### src/fp_pkg.sv
// floating-point multiply package
// opcode, sign mode and operand class enums plus the default
// single-precision format constants shared by the datapath and the model
`default_nettype none

package fp_pkg;

  // ========================================
  // format constants
  // ========================================
  // default operand format, single precision
  parameter int SP_BIT_WIDTH = 32;
  parameter int SP_E_WIDTH   = 8;
  parameter int SP_M_WIDTH   = 23;

  // canonical quiet nan returned for infinity times zero
  parameter logic [31:0] QNAN = 32'h7fc00000;

  // ========================================
  // enums
  // ========================================
  // operations accepted on the start strobe
  typedef enum logic [1:0] {
    op_mul     = 2'd0,
    op_square  = 2'd1,
    op_neg_mul = 2'd2,
    op_abs_mul = 2'd3
  } opcode_e;

  // how the final sign is formed in the pack stage
  typedef enum logic [1:0] {
    sign_xor = 2'd0,
    sign_inv = 2'd1,
    sign_pos = 2'd2
  } sign_mode_e;

  // operand classes, subnormals land in cls_zero
  typedef enum logic [1:0] {
    cls_zero   = 2'd0,
    cls_normal = 2'd1,
    cls_inf    = 2'd2,
    cls_nan    = 2'd3
  } fp_class_e;

endpackage

`default_nettype wire
### src/fp_stage_if.sv
// stage interfaces of the pipelined multiplier
// fp_unpacked_if carries split and classified operands into stage two,
// fp_product_if carries the raw significand product into stage three
`timescale 1ns/1ps
`default_nettype none

interface fp_unpacked_if #(
  parameter int BIT_WIDTH = fp_pkg::SP_BIT_WIDTH,
  parameter int E_WIDTH   = fp_pkg::SP_E_WIDTH,
  parameter int M_WIDTH   = fp_pkg::SP_M_WIDTH
);
  // operand a fields
  logic                   a_sign;
  logic [E_WIDTH-1:0]     a_exp;
  logic [M_WIDTH-1:0]     a_mant;
  fp_pkg::fp_class_e      a_cls;
  // operand b fields
  logic                   b_sign;
  logic [E_WIDTH-1:0]     b_exp;
  logic [M_WIDTH-1:0]     b_mant;
  fp_pkg::fp_class_e      b_cls;
  // raw words kept for nan pass-through
  logic [BIT_WIDTH-1:0]   a_raw;
  logic [BIT_WIDTH-1:0]   b_raw;

  modport src (output a_sign, a_exp, a_mant, a_cls, b_sign, b_exp, b_mant, b_cls,
               a_raw, b_raw);
  modport dst (input  a_sign, a_exp, a_mant, a_cls, b_sign, b_exp, b_mant, b_cls,
               a_raw, b_raw);
endinterface

interface fp_product_if #(
  parameter int BIT_WIDTH = fp_pkg::SP_BIT_WIDTH,
  parameter int E_WIDTH   = fp_pkg::SP_E_WIDTH,
  parameter int M_WIDTH   = fp_pkg::SP_M_WIDTH
);
  logic                        sign;
  // biased sum, two extra bits for overflow and a sign
  logic signed [E_WIDTH+1:0]   exp_sum;
  logic [2*(M_WIDTH+1)-1:0]    prod;
  fp_pkg::fp_class_e           a_cls;
  fp_pkg::fp_class_e           b_cls;
  logic [BIT_WIDTH-1:0]        a_raw;
  logic [BIT_WIDTH-1:0]        b_raw;

  modport src (output sign, exp_sum, prod, a_cls, b_cls, a_raw, b_raw);
  modport dst (input  sign, exp_sum, prod, a_cls, b_cls, a_raw, b_raw);
endinterface

`default_nettype wire

### src/fp_mul_top.sv
// pipelined floating-point multiply unit
// three registered stages (unpack, mantissa product, pack) under a
// small control block, result and done three cycles after start
`timescale 1ns/1ps
`default_nettype none

module fp_mul_top #(
  parameter int BIT_WIDTH = fp_pkg::SP_BIT_WIDTH,
  parameter int E_WIDTH   = fp_pkg::SP_E_WIDTH,
  parameter int M_WIDTH   = fp_pkg::SP_M_WIDTH
) (
  input  wire logic                 clk,
  input  wire logic                 reset,
  input  wire logic                 start,
  input  wire fp_pkg::opcode_e      opcode,
  input  wire logic [BIT_WIDTH-1:0] a,
  input  wire logic [BIT_WIDTH-1:0] b,
  output logic [BIT_WIDTH-1:0]      result,
  output logic                      done
);

  // control to datapath strobes
  logic               sel_square;
  logic               load_s1;
  logic               load_s2;
  logic               load_s3;
  fp_pkg::sign_mode_e sign_mode;

  // ========================================
  // stage links
  // ========================================
  fp_unpacked_if #(.BIT_WIDTH(BIT_WIDTH), .E_WIDTH(E_WIDTH), .M_WIDTH(M_WIDTH)) unp_if ();
  fp_product_if  #(.BIT_WIDTH(BIT_WIDTH), .E_WIDTH(E_WIDTH), .M_WIDTH(M_WIDTH)) prod_if ();

  fp_mul_ctrl i_ctrl (
    .clk        (clk),
    .reset      (reset),
    .start      (start),
    .opcode     (opcode),
    .sel_square (sel_square),
    .load_s1    (load_s1),
    .load_s2    (load_s2),
    .load_s3    (load_s3),
    .sign_mode  (sign_mode),
    .done       (done)
  );

  // ========================================
  // datapath stages
  // ========================================
  fp_unpack #(.BIT_WIDTH(BIT_WIDTH), .E_WIDTH(E_WIDTH), .M_WIDTH(M_WIDTH)) i_unpack (
    .clk        (clk),
    .reset      (reset),
    .a          (a),
    .b          (b),
    .sel_square (sel_square),
    .load       (load_s1),
    .u          (unp_if.src)
  );

  fp_mant_mul #(.BIT_WIDTH(BIT_WIDTH), .E_WIDTH(E_WIDTH), .M_WIDTH(M_WIDTH)) i_mant_mul (
    .clk   (clk),
    .reset (reset),
    .load  (load_s2),
    .u     (unp_if.dst),
    .p     (prod_if.src)
  );

  fp_pack #(.BIT_WIDTH(BIT_WIDTH), .E_WIDTH(E_WIDTH), .M_WIDTH(M_WIDTH)) i_pack (
    .clk       (clk),
    .reset     (reset),
    .load      (load_s3),
    .sign_mode (sign_mode),
    .p         (prod_if.dst),
    .result    (result)
  );

endmodule

`default_nettype wire

### src/fp_pack.sv
// stage three of the multiplier
// normalizes and truncates the product, clamps the exponent range,
// resolves nan, infinity and zero operands and applies the sign mode
`timescale 1ns/1ps
`default_nettype none

module fp_pack #(
  parameter int BIT_WIDTH = fp_pkg::SP_BIT_WIDTH,
  parameter int E_WIDTH   = fp_pkg::SP_E_WIDTH,
  parameter int M_WIDTH   = fp_pkg::SP_M_WIDTH
) (
  input  wire logic                clk,
  input  wire logic                reset,
  input  wire logic                load,
  input  wire fp_pkg::sign_mode_e  sign_mode,
  fp_product_if.dst                p,
  output logic [BIT_WIDTH-1:0]     result
);

  // all-ones exponent is the first value that no longer fits
  localparam logic signed [E_WIDTH+1:0] exp_ones = {2'b00, {E_WIDTH{1'b1}}};
  // canonical quiet nan taken from the package word for single precision
  localparam logic [BIT_WIDTH-1:0] qnan_word = (BIT_WIDTH == 32) ?
    fp_pkg::QNAN[BIT_WIDTH-1:0] :
    {1'b0, {E_WIDTH{1'b1}}, 1'b1, {(M_WIDTH-1){1'b0}}};

  // ========================================
  // normalize
  // ========================================
  logic                       prod_top;
  logic signed [E_WIDTH+1:0]  exp_norm;
  logic [M_WIDTH-1:0]         mant_norm;
  logic                       exp_over;
  logic                       exp_under;

  // product lies in [1,4) so a set top bit means a shift right by one
  assign prod_top  = p.prod[2*M_WIDTH+1];
  assign exp_norm  = p.exp_sum + $signed({{(E_WIDTH+1){1'b0}}, prod_top});
  // low bits dropped with no rounding
  assign mant_norm = prod_top ? p.prod[2*M_WIDTH:M_WIDTH+1] : p.prod[2*M_WIDTH-1:M_WIDTH];

  assign exp_over  = (exp_norm >= exp_ones);
  assign exp_under = exp_norm[E_WIDTH+1] || (exp_norm == '0);

  // ========================================
  // sign and special cases
  // ========================================
  logic a_nan;
  logic b_nan;
  logic a_inf;
  logic b_inf;
  logic a_zero;
  logic b_zero;
  logic out_sign;
  logic [BIT_WIDTH-1:0] result_next;

  assign a_nan  = (p.a_cls == fp_pkg::cls_nan);
  assign b_nan  = (p.b_cls == fp_pkg::cls_nan);
  assign a_inf  = (p.a_cls == fp_pkg::cls_inf);
  assign b_inf  = (p.b_cls == fp_pkg::cls_inf);
  assign a_zero = (p.a_cls == fp_pkg::cls_zero);
  assign b_zero = (p.b_cls == fp_pkg::cls_zero);

  always_comb begin
    case (sign_mode)
      fp_pkg::sign_inv: out_sign = ~p.sign;
      fp_pkg::sign_pos: out_sign = 1'b0;
      default:          out_sign = p.sign;
    endcase
  end

  // nan of a before nan of b, then infinity times zero, infinity and zero
  always_comb begin
    if (a_nan) begin
      result_next = p.a_raw;
    end else if (b_nan) begin
      result_next = p.b_raw;
    end else if ((a_inf && b_zero) || (b_inf && a_zero)) begin
      result_next = qnan_word;
    end else if (a_inf || b_inf || exp_over) begin
      result_next = {out_sign, {E_WIDTH{1'b1}}, {M_WIDTH{1'b0}}};
    end else if (a_zero || b_zero || exp_under) begin
      result_next = {out_sign, {(BIT_WIDTH-1){1'b0}}};
    end else begin
      result_next = {out_sign, exp_norm[E_WIDTH-1:0], mant_norm};
    end
  end

  // ========================================
  // output register
  // ========================================
  always_ff @(posedge clk) begin
    if (reset) begin
      result <= '0;
    end else if (load) begin
      result <= result_next;
    end
  end

  // finite operands must never turn into the quiet nan
  a_qnan_needs_special: assert property (
    @(posedge clk) disable iff (reset)
    load |=> (result != qnan_word) || $past(a_inf || b_inf || a_nan || b_nan)
  );

endmodule

`default_nettype wire

### src/fp_mant_mul.sv
// stage two of the multiplier
// full significand product with the hidden bits restored, product
// sign and the exponent sum with the bias taken out once
`timescale 1ns/1ps
`default_nettype none

module fp_mant_mul #(
  parameter int BIT_WIDTH = fp_pkg::SP_BIT_WIDTH,
  parameter int E_WIDTH   = fp_pkg::SP_E_WIDTH,
  parameter int M_WIDTH   = fp_pkg::SP_M_WIDTH
) (
  input  wire logic  clk,
  input  wire logic  reset,
  input  wire logic  load,
  fp_unpacked_if.dst u,
  fp_product_if.src  p
);

  // bias is 2^(E_WIDTH-1) - 1, widened to the sum width
  localparam logic [E_WIDTH+1:0] bias_w = {3'b000, {(E_WIDTH-1){1'b1}}};

  // ========================================
  // datapath
  // ========================================
  logic [M_WIDTH:0]           sig_a;
  logic [M_WIDTH:0]           sig_b;
  logic [2*(M_WIDTH+1)-1:0]   prod_next;
  logic signed [E_WIDTH+1:0]  exp_next;

  // hidden one, zero operands are overridden later in pack
  assign sig_a     = {1'b1, u.a_mant};
  assign sig_b     = {1'b1, u.b_mant};
  assign prod_next = sig_a * sig_b;

  // range -bias .. 2*max-bias fits with two extra bits
  assign exp_next  = $signed({2'b00, u.a_exp} + {2'b00, u.b_exp} - bias_w);

  // ========================================
  // stage register
  // ========================================
  always_ff @(posedge clk) begin
    if (reset) begin
      p.a_cls <= fp_pkg::cls_zero;
      p.b_cls <= fp_pkg::cls_zero;
    end else if (load) begin
      p.a_cls <= u.a_cls;
      p.b_cls <= u.b_cls;
    end
  end

  always_ff @(posedge clk) begin
    if (load) begin
      p.sign    <= u.a_sign ^ u.b_sign;
      p.exp_sum <= exp_next;
      p.prod    <= prod_next;
      p.a_raw   <= u.a_raw;
      p.b_raw   <= u.b_raw;
    end
  end

endmodule

`default_nettype wire

### src/fp_unpack.sv
// stage one of the multiplier
// picks the operands, splits them into sign, exponent and mantissa,
// classifies each one and registers the lot on load
`timescale 1ns/1ps
`default_nettype none

module fp_unpack #(
  parameter int BIT_WIDTH = fp_pkg::SP_BIT_WIDTH,
  parameter int E_WIDTH   = fp_pkg::SP_E_WIDTH,
  parameter int M_WIDTH   = fp_pkg::SP_M_WIDTH
) (
  input  wire logic                 clk,
  input  wire logic                 reset,
  input  wire logic [BIT_WIDTH-1:0] a,
  input  wire logic [BIT_WIDTH-1:0] b,
  input  wire logic                 sel_square,
  input  wire logic                 load,
  fp_unpacked_if.src                u
);

  // ========================================
  // classification
  // ========================================
  // exponent zero covers zero and flushed subnormals
  function automatic fp_pkg::fp_class_e classify(
    input logic [E_WIDTH-1:0] exp_f,
    input logic [M_WIDTH-1:0] mant_f
  );
    fp_pkg::fp_class_e cls;
    if (exp_f == '0) begin
      cls = fp_pkg::cls_zero;
    end else if (exp_f == '1) begin
      cls = (mant_f == '0) ? fp_pkg::cls_inf : fp_pkg::cls_nan;
    end else begin
      cls = fp_pkg::cls_normal;
    end
    return cls;
  endfunction

  // ========================================
  // operand select and field split
  // ========================================
  logic [BIT_WIDTH-1:0] op_b;
  logic [E_WIDTH-1:0]   a_exp_f;
  logic [E_WIDTH-1:0]   b_exp_f;
  logic [M_WIDTH-1:0]   a_mant_f;
  logic [M_WIDTH-1:0]   b_mant_f;

  // square feeds a into both inputs
  assign op_b     = sel_square ? a : b;

  assign a_exp_f  = a[BIT_WIDTH-2:M_WIDTH];
  assign a_mant_f = a[M_WIDTH-1:0];
  assign b_exp_f  = op_b[BIT_WIDTH-2:M_WIDTH];
  assign b_mant_f = op_b[M_WIDTH-1:0];

  // ========================================
  // stage register
  // ========================================
  always_ff @(posedge clk) begin
    if (reset) begin
      u.a_cls <= fp_pkg::cls_zero;
      u.b_cls <= fp_pkg::cls_zero;
    end else if (load) begin
      u.a_cls <= classify(a_exp_f, a_mant_f);
      u.b_cls <= classify(b_exp_f, b_mant_f);
    end
  end

  always_ff @(posedge clk) begin
    if (load) begin
      u.a_sign <= a[BIT_WIDTH-1];
      u.a_exp  <= a_exp_f;
      u.a_mant <= a_mant_f;
      u.b_sign <= op_b[BIT_WIDTH-1];
      u.b_exp  <= b_exp_f;
      u.b_mant <= b_mant_f;
      u.a_raw  <= a;
      u.b_raw  <= op_b;
    end
  end

endmodule

`default_nettype wire

### src/fp_mul_ctrl.sv
// multiplier pipeline control
// decodes the opcode into operand select and sign mode, tracks which
// of the three stages hold a live operation and raises done as the
// last stage fills
`timescale 1ns/1ps
`default_nettype none

module fp_mul_ctrl (
  input  wire logic               clk,
  input  wire logic               reset,
  input  wire logic               start,
  input  wire fp_pkg::opcode_e    opcode,
  output logic                    sel_square,
  output logic                    load_s1,
  output logic                    load_s2,
  output logic                    load_s3,
  output fp_pkg::sign_mode_e      sign_mode,
  output logic                    done
);

  // ========================================
  // opcode decode
  // ========================================
  fp_pkg::sign_mode_e sign_mode_dec;

  always_comb begin
    case (opcode)
      fp_pkg::op_neg_mul: sign_mode_dec = fp_pkg::sign_inv;
      fp_pkg::op_abs_mul: sign_mode_dec = fp_pkg::sign_pos;
      // square keeps the product sign, always positive anyway
      default:            sign_mode_dec = fp_pkg::sign_xor;
    endcase
  end

  // b is replaced by a only for the square opcode
  assign sel_square = (opcode == fp_pkg::op_square);

  // ========================================
  // stage tracking
  // ========================================
  // bit i set means stage i+1 took an operation last cycle
  logic [2:0] valid_q;
  // sign mode rides two cycles to meet stage three
  fp_pkg::sign_mode_e sign_mode_s1;
  fp_pkg::sign_mode_e sign_mode_s2;

  always_ff @(posedge clk) begin
    if (reset) begin
      valid_q      <= 3'b000;
      sign_mode_s1 <= fp_pkg::sign_xor;
      sign_mode_s2 <= fp_pkg::sign_xor;
    end else begin
      valid_q      <= {valid_q[1:0], start};
      sign_mode_s1 <= sign_mode_dec;
      sign_mode_s2 <= sign_mode_s1;
    end
  end

  // stage one captures on the start cycle itself
  assign load_s1   = start;
  assign load_s2   = valid_q[0];
  assign load_s3   = valid_q[1];
  assign sign_mode = sign_mode_s2;
  // result register updates together with this bit
  assign done      = valid_q[2];

  // no stale done may leak out of a reset
  a_no_done_after_reset: assert property (
    @(posedge clk) reset |=> !done
  );

endmodule

`default_nettype wire

### config.mk
export PLATFORM = sky130hd
export DESIGN_NAME = fp_mul_top
export DESIGN_NICKNAME = d
export VERILOG_FILES = /design/src/fp_pkg.sv /design/src/fp_stage_if.sv /design/src/fp_mul_top.sv /design/src/fp_pack.sv /design/src/fp_mant_mul.sv /design/src/fp_unpack.sv /design/src/fp_mul_ctrl.sv
export SDC_FILE = /design/constraint.sdc
export NUM_CORES = 2
export LEC_CHECK = 0
export ABC_AREA = 1
export BUFFER_PORTS_ARGS = -buffer_cell sky130_fd_sc_hd__buf_4
export CORE_MARGIN = 1.5
export CORE_UTILIZATION = 25
export CTS_CLUSTER_SIZE = 16
export DETAILED_ROUTE_END_ITERATION = 10
export PLACE_DENSITY = 0.35
export SLEW_MARGIN = 25
export SYNTH_ARGS = -nofsm -noshare
export SYNTH_HDL_FRONTEND = slang
export SYNTH_SLANG_ARGS = --single-unit
### constraint.sdc
create_clock -name clk -period 13.3 [get_ports clk]
set_input_delay 1.33 -clock clk [delete_from_list [all_inputs] [get_ports clk]]
set_output_delay 1.33 -clock clk [all_outputs]
set_load 0.05 [all_outputs]
---- Word level (Yosys, flattened, before mapping) ----
Cells that the tools add are included.
word-level totals
  bits in registers ....................... 298
  input port bits ......................... 69
  output and inout port bits .............. 33
  logic and storage cells ................. 69
cells by class
  add/subtract/negate cells ............... 3
  $mul .................................... 1
  $lt $le $gt $ge ......................... 1
  equality and inequality tests ........... 11
  mux-type cells .......................... 15
  bitwise logic cells ..................... 2
  reduce and logical (&&, ||, !) cells .... 15
operators with widths
  cell                                                                                  number
  32-bit 2-to-1 mux                                                                     4
  31-bit 2-to-1 mux                                                                     2
  24-bit by 24-bit multiplier with 48-bit output                                        1
  23-bit logical NOT                                                                    2
  23-bit 2-to-1 mux                                                                     1
  8-bit equality test, second input constant                                            2
  8-bit logical NOT                                                                     2
  2-bit equality test, second input constant                                            7
  10-bit by 2-bit adder with 10-bit output                                              1
  10-bit by 9-bit greater-or-equal comparator with 1-bit output, second input constant  1
  10-bit logical NOT                                                                    1
  10-bit by 7-bit subtractor with 10-bit output, second input constant                  1
  8-bit by 8-bit adder with 9-bit output                                                1
  2-bit 2-to-1 mux                                                                      4
  1-bit logical OR                                                                      6
  2-bit by 1-bit equality test with 1-bit output, second input constant                 2
  2-bit logical NOT                                                                     2
  2-bit one-hot mux with 2 select lines                                                 1
  1-bit logical AND                                                                     2
  1-bit 2-to-1 mux                                                                      2
  1-bit one-hot mux with 2 select lines                                                 1
  1-bit inverter                                                                        1
  1-bit XOR                                                                             1

---- Longest topological paths before layout ----
  word-level depth ........................ 9
  mapped depth ............................ 31
  mapped depth without buffers ............ 30

---- Cells and area by module ----
A second synthesis with hierarchy kept.
unflattened totals
  cell total of the unflattened synthesis .. 3939
  area, all modules ....................... 31524.0 um2
by module, submodules not included
  module       times used  cells each  area each (um2)  seq. area each (um2)
  fp_mant_mul  1           3045        24696.2          3773.6
  fp_unpack    1           366         3477.1           2001.9
  fp_pack      1           504         3140.5           640.6
  fp_mul_ctrl  1           24          210.2            140.1

---- Least setup slack after synthesis ----
OpenSTA, ideal clock, no wires.
  kind .................................... register -> register
  start ................................... register, netlist name i_unpack.u.a_raw[13]
  end ..................................... register i_mant_mul.p.prod[43], data pin
  library setup time ...................... 0.265 ns
  arrival time ............................ 5.869 ns
  required time ........................... 13.035 ns
  slack ................................... 7.166 ns
  stages on the path, launching flop included .. 27
  path buffers ............................ 1
  period minus slack after synthesis ...... 6.134 ns
  cells stage by stage .................... edfxtp_1 clkbuf_1 nand2_1 fa_1 inv_1 fa_1 inv_1 fa_1 inv_1 fa_1 inv_1 fa_1 inv_1 fa_1 inv_1 fa_1 inv_1 ha_1 a21oi_1 inv_1 a21oi_1 inv_1 nor2_1 o21ai_0 a21oi_1 o21ai_0 xor2_1
RTL lines
  what                  RTL line           source
  to (signal assigned)  fp_mant_mul.sv:55  p.prod <= prod_next;
  to (decl)             fp_stage_if.sv:46  modport src (output sign, exp_sum, prod, a_cls, b_cls, a_raw, b_raw);

==> results.cfg <==
[critical_path]
slowest_delay_ns = 0.88
timing.critical_path.mode_cell = inv_1
critPathBufInv = 10
cp-start-kind = register
required_ns = 13.62
path_class = register to register
critPathTopFamily = adder cells
worstSetupEndpointType = register
path_max_fanout = 13
critPathArrivalTime_ns = 7.59
critPathSlowestCell = edfxtp_1

[yosys]
ys_seq_elements = 211
ys_types = 45
async_reset_ff_share_pct = 0
synth_fp_nets = 4176
syn_inst = 3444
synth_xor_area_share_pct = 1.105
yosysTopAreaCell = fa_1
synth_top_family_by_area = adder cells
synth_most_common_cell = inv_1
yosys.area_share.simple_pct = 16.74
yosys-mux-area-fraction_pct = 0.4095
synth_top_area_share_pct = 33.95
synth_area_mm2 = 0.02842
synth_compound_area_share_pct = 4.420
ys_top_cells_by_area = fa_1, edfxtp_1, inv_1
netlist_top_cells_count = inv_1, nand2_1, fa_1
yosysSeqAreaShare_pct = 20.64
synth_edf_count = 164
synthFlopType = edfxtp_1
yosys_warnings = 0
synth_area_per_cell_um2 = 8.252
synth_fa_ha_area_share_pct = 41.92

[floorplan]
dieArea_mm2 = 0.1157
io_pins = 102
coreArea_mm2 = 0.1127
initial_utilization_pct = 25.23
die_y_um = 340.2
die_w_um = 340.2
fp-row-count = 123

[clock_network]
path_clk_slew_ns = 0.06
cts-root-buf = clkbuf_16
clk_latency_ns = 0.58
ctsResizeCount = 0
htree_num_levels = 1
clockBufferDepth = 3
ctsHoldBuffers = 0
cts_tree = built
cts.sinks = 211
cts_made_buffers = 27
postCtsSetupBuffers = 0

[global_routing]
grt_first_pass_wirelength_um = 146400
grt_use_met2_pct = 26.99
grt.busiest_layer = met2
grt.total_usage_pct = 16.75
first_global_vias = 22810
antenna_found_initial = 2
grt_max_degree = 66
grt-ovfl-total = 0
use_met3_pct = 1.893
gr-usage-met1_pct = 24.38

[job]
cap_viol_max_count = 0

[timing]
fin_crit_sh_pct = 54.65
post-route-min-period_ns = 7.269
fin_tns_setup_ns = 0
setup_viol = 0
skew_ns = 0.01919
timing.fmax_ghz = 0.1376
hold_viol = 0
worst_pin_slew_ns = 1.066
relSlewSlack_pct = 28.27
slew_viol_final = 0
rsz0062_at_grt = no

[routing]
drt_pass1_iterations = 5
viasPerCell = 4.230
wl_um = 94660
via_count = 21240
dr.first_iter.drc_count = 1146
postRouteAntennaNets = 0
wl_per_cell_um = 18.85
drcViolationCount = 0

[cells_and_area]
fin_area_mm2 = 0.03193
area_growth_pct = 12.35
final_util_pct = 28.34
fin_nets = 4232
drive_above_1_share_pct = 6.987

[place]
place_hpwl_um = 72660
placed_cell_area_mm2 = 0.03096
gp_congestion = 0.8177
port_buffers = 101

[worst_hold_path]
timing.hold.worst.class = register to register

[run_status]
status = finished, final reports clean
==> worst register-to-register path, cell delays in order, from the launching register on <==
cell,delay (ns)
edfxtp_1,0.88
buf_4,0.36
nand2_1,0.12
fa_1,0.54
inv_1,0.05
fa_1,0.47
inv_1,0.05
fa_1,0.53
inv_1,0.06
fa_1,0.50
inv_1,0.06
fa_1,0.52
inv_1,0.05
fa_1,0.53
inv_1,0.07
fa_1,0.48
inv_1,0.04
ha_1,0.29
a21oi_1,0.17
inv_1,0.06
a21oi_1,0.24
inv_1,0.10
nor2_1,0.11
o21ai_0,0.08
a21oi_1,0.31
o21ai_0,0.17
xor2_1,0.16
==> cell type report <==
type / count / area, um2
clock inverters: 10 / 145.1
multi-input cells: 2120 / 18360
well taps: 1500 / 1877
diodes: 1 / 2.502
repair buffers: 154 / 1156
clock buffers: 40 / 815.8
fillers: 12310 / 80730
inverters: 986 / 3701
flip-flops and latches: 211 / 5869
==> cell families after synthesis <==
group / count (synthesis)
compound gates: 218
buf+inv: 1113
mux: 11
fa+ha+maj: 663
simple gates: 1193
xor+xnor: 35
flops: 211
==> routing by layer <==
metal / wire (um) / vias to the layer above
li1: - / 10140
met1: 46910 / 10700
met2: 43050 / 328
met3: 3247 / 74
met4: 1435 / 2
met5: 13 / -
==> placed cells by master, fill, tap and decap left out, types with 6 or more instances in the layout <==
| master | count |
|---|---|
| inv_1 | 981 |
| nand2_1 | 862 |
| fa_1 | 482 |
| nor2_1 | 193 |
| ha_1 | 181 |
| edfxtp_1 | 164 |
| buf_4 | 154 |
| a21oi_1 | 96 |
| nand3_1 | 72 |
| o21ai_0 | 61 |
| dfxtp_1 | 46 |
| clkbuf_16 | 28 |
| xor2_1 | 23 |
| a21oi_2 | 20 |
| nor4_1 | 19 |
| nand4_1 | 14 |
| nor3_1 | 12 |
| o21a_1 | 11 |
| xnor2_1 | 11 |
| clkbuf_8 | 7 |
| a21o_1 | 6 |
| a31oi_1 | 6 |
| mux2i_1 | 6 |
==> flip-flops by register name, indices dropped and copies added (netlist names) <==
name / flops
i_mant_mul.p.b_raw: 32
i_mant_mul.p.b_cls: 2
i_unpack.u.a_raw: 32
i_ctrl.sign_mode: 2
i_mant_mul.p.exp_sum: 10
i_unpack.u.b_raw: 32
i_ctrl.sign_mode_s1: 2
i_mant_mul.p.a_cls: 2
i_mant_mul.p.prod: 25
i_unpack.u.b_cls: 2
i_mant_mul.p.a_raw: 32
i_mant_mul.p.sign: 1
i_pack.result: 32
i_ctrl.valid_q: 3
i_unpack.u.a_cls: 2
==> worst paths after layout <==
kind / start / endpoint / slack [ns] / cells past startpoint
worst max-delay path: i_unpack.u.a_raw[12] / i_mant_mul.p.prod[43] / 6.03 / 26
worst min-delay path: i_ctrl.sign_mode_s1[1] / i_ctrl.sign_mode[1] / 0.40 / 2
worst max register to register: i_unpack.u.a_raw[12] / i_mant_mul.p.prod[43] / 6.03 / 26
worst min register to register: i_ctrl.sign_mode_s1[1] / i_ctrl.sign_mode[1] / 0.40 / 2
==> metrics by stage <==
stage               hold slack, ns  cells  setup slack (ns)
floorplan                   0.3883   3444             7.166
global placement            0.3947   4971             6.076
global route                0.4414   5021             5.669
finish                      0.4022   5022             6.031
CTS                         0.4028   5021             5.999
detailed placement          0.3940   4971             6.087
Power is left out: the tool's default activity adds up to more than one toggle a clock period on the data nets, which glitch-free logic cannot reach.
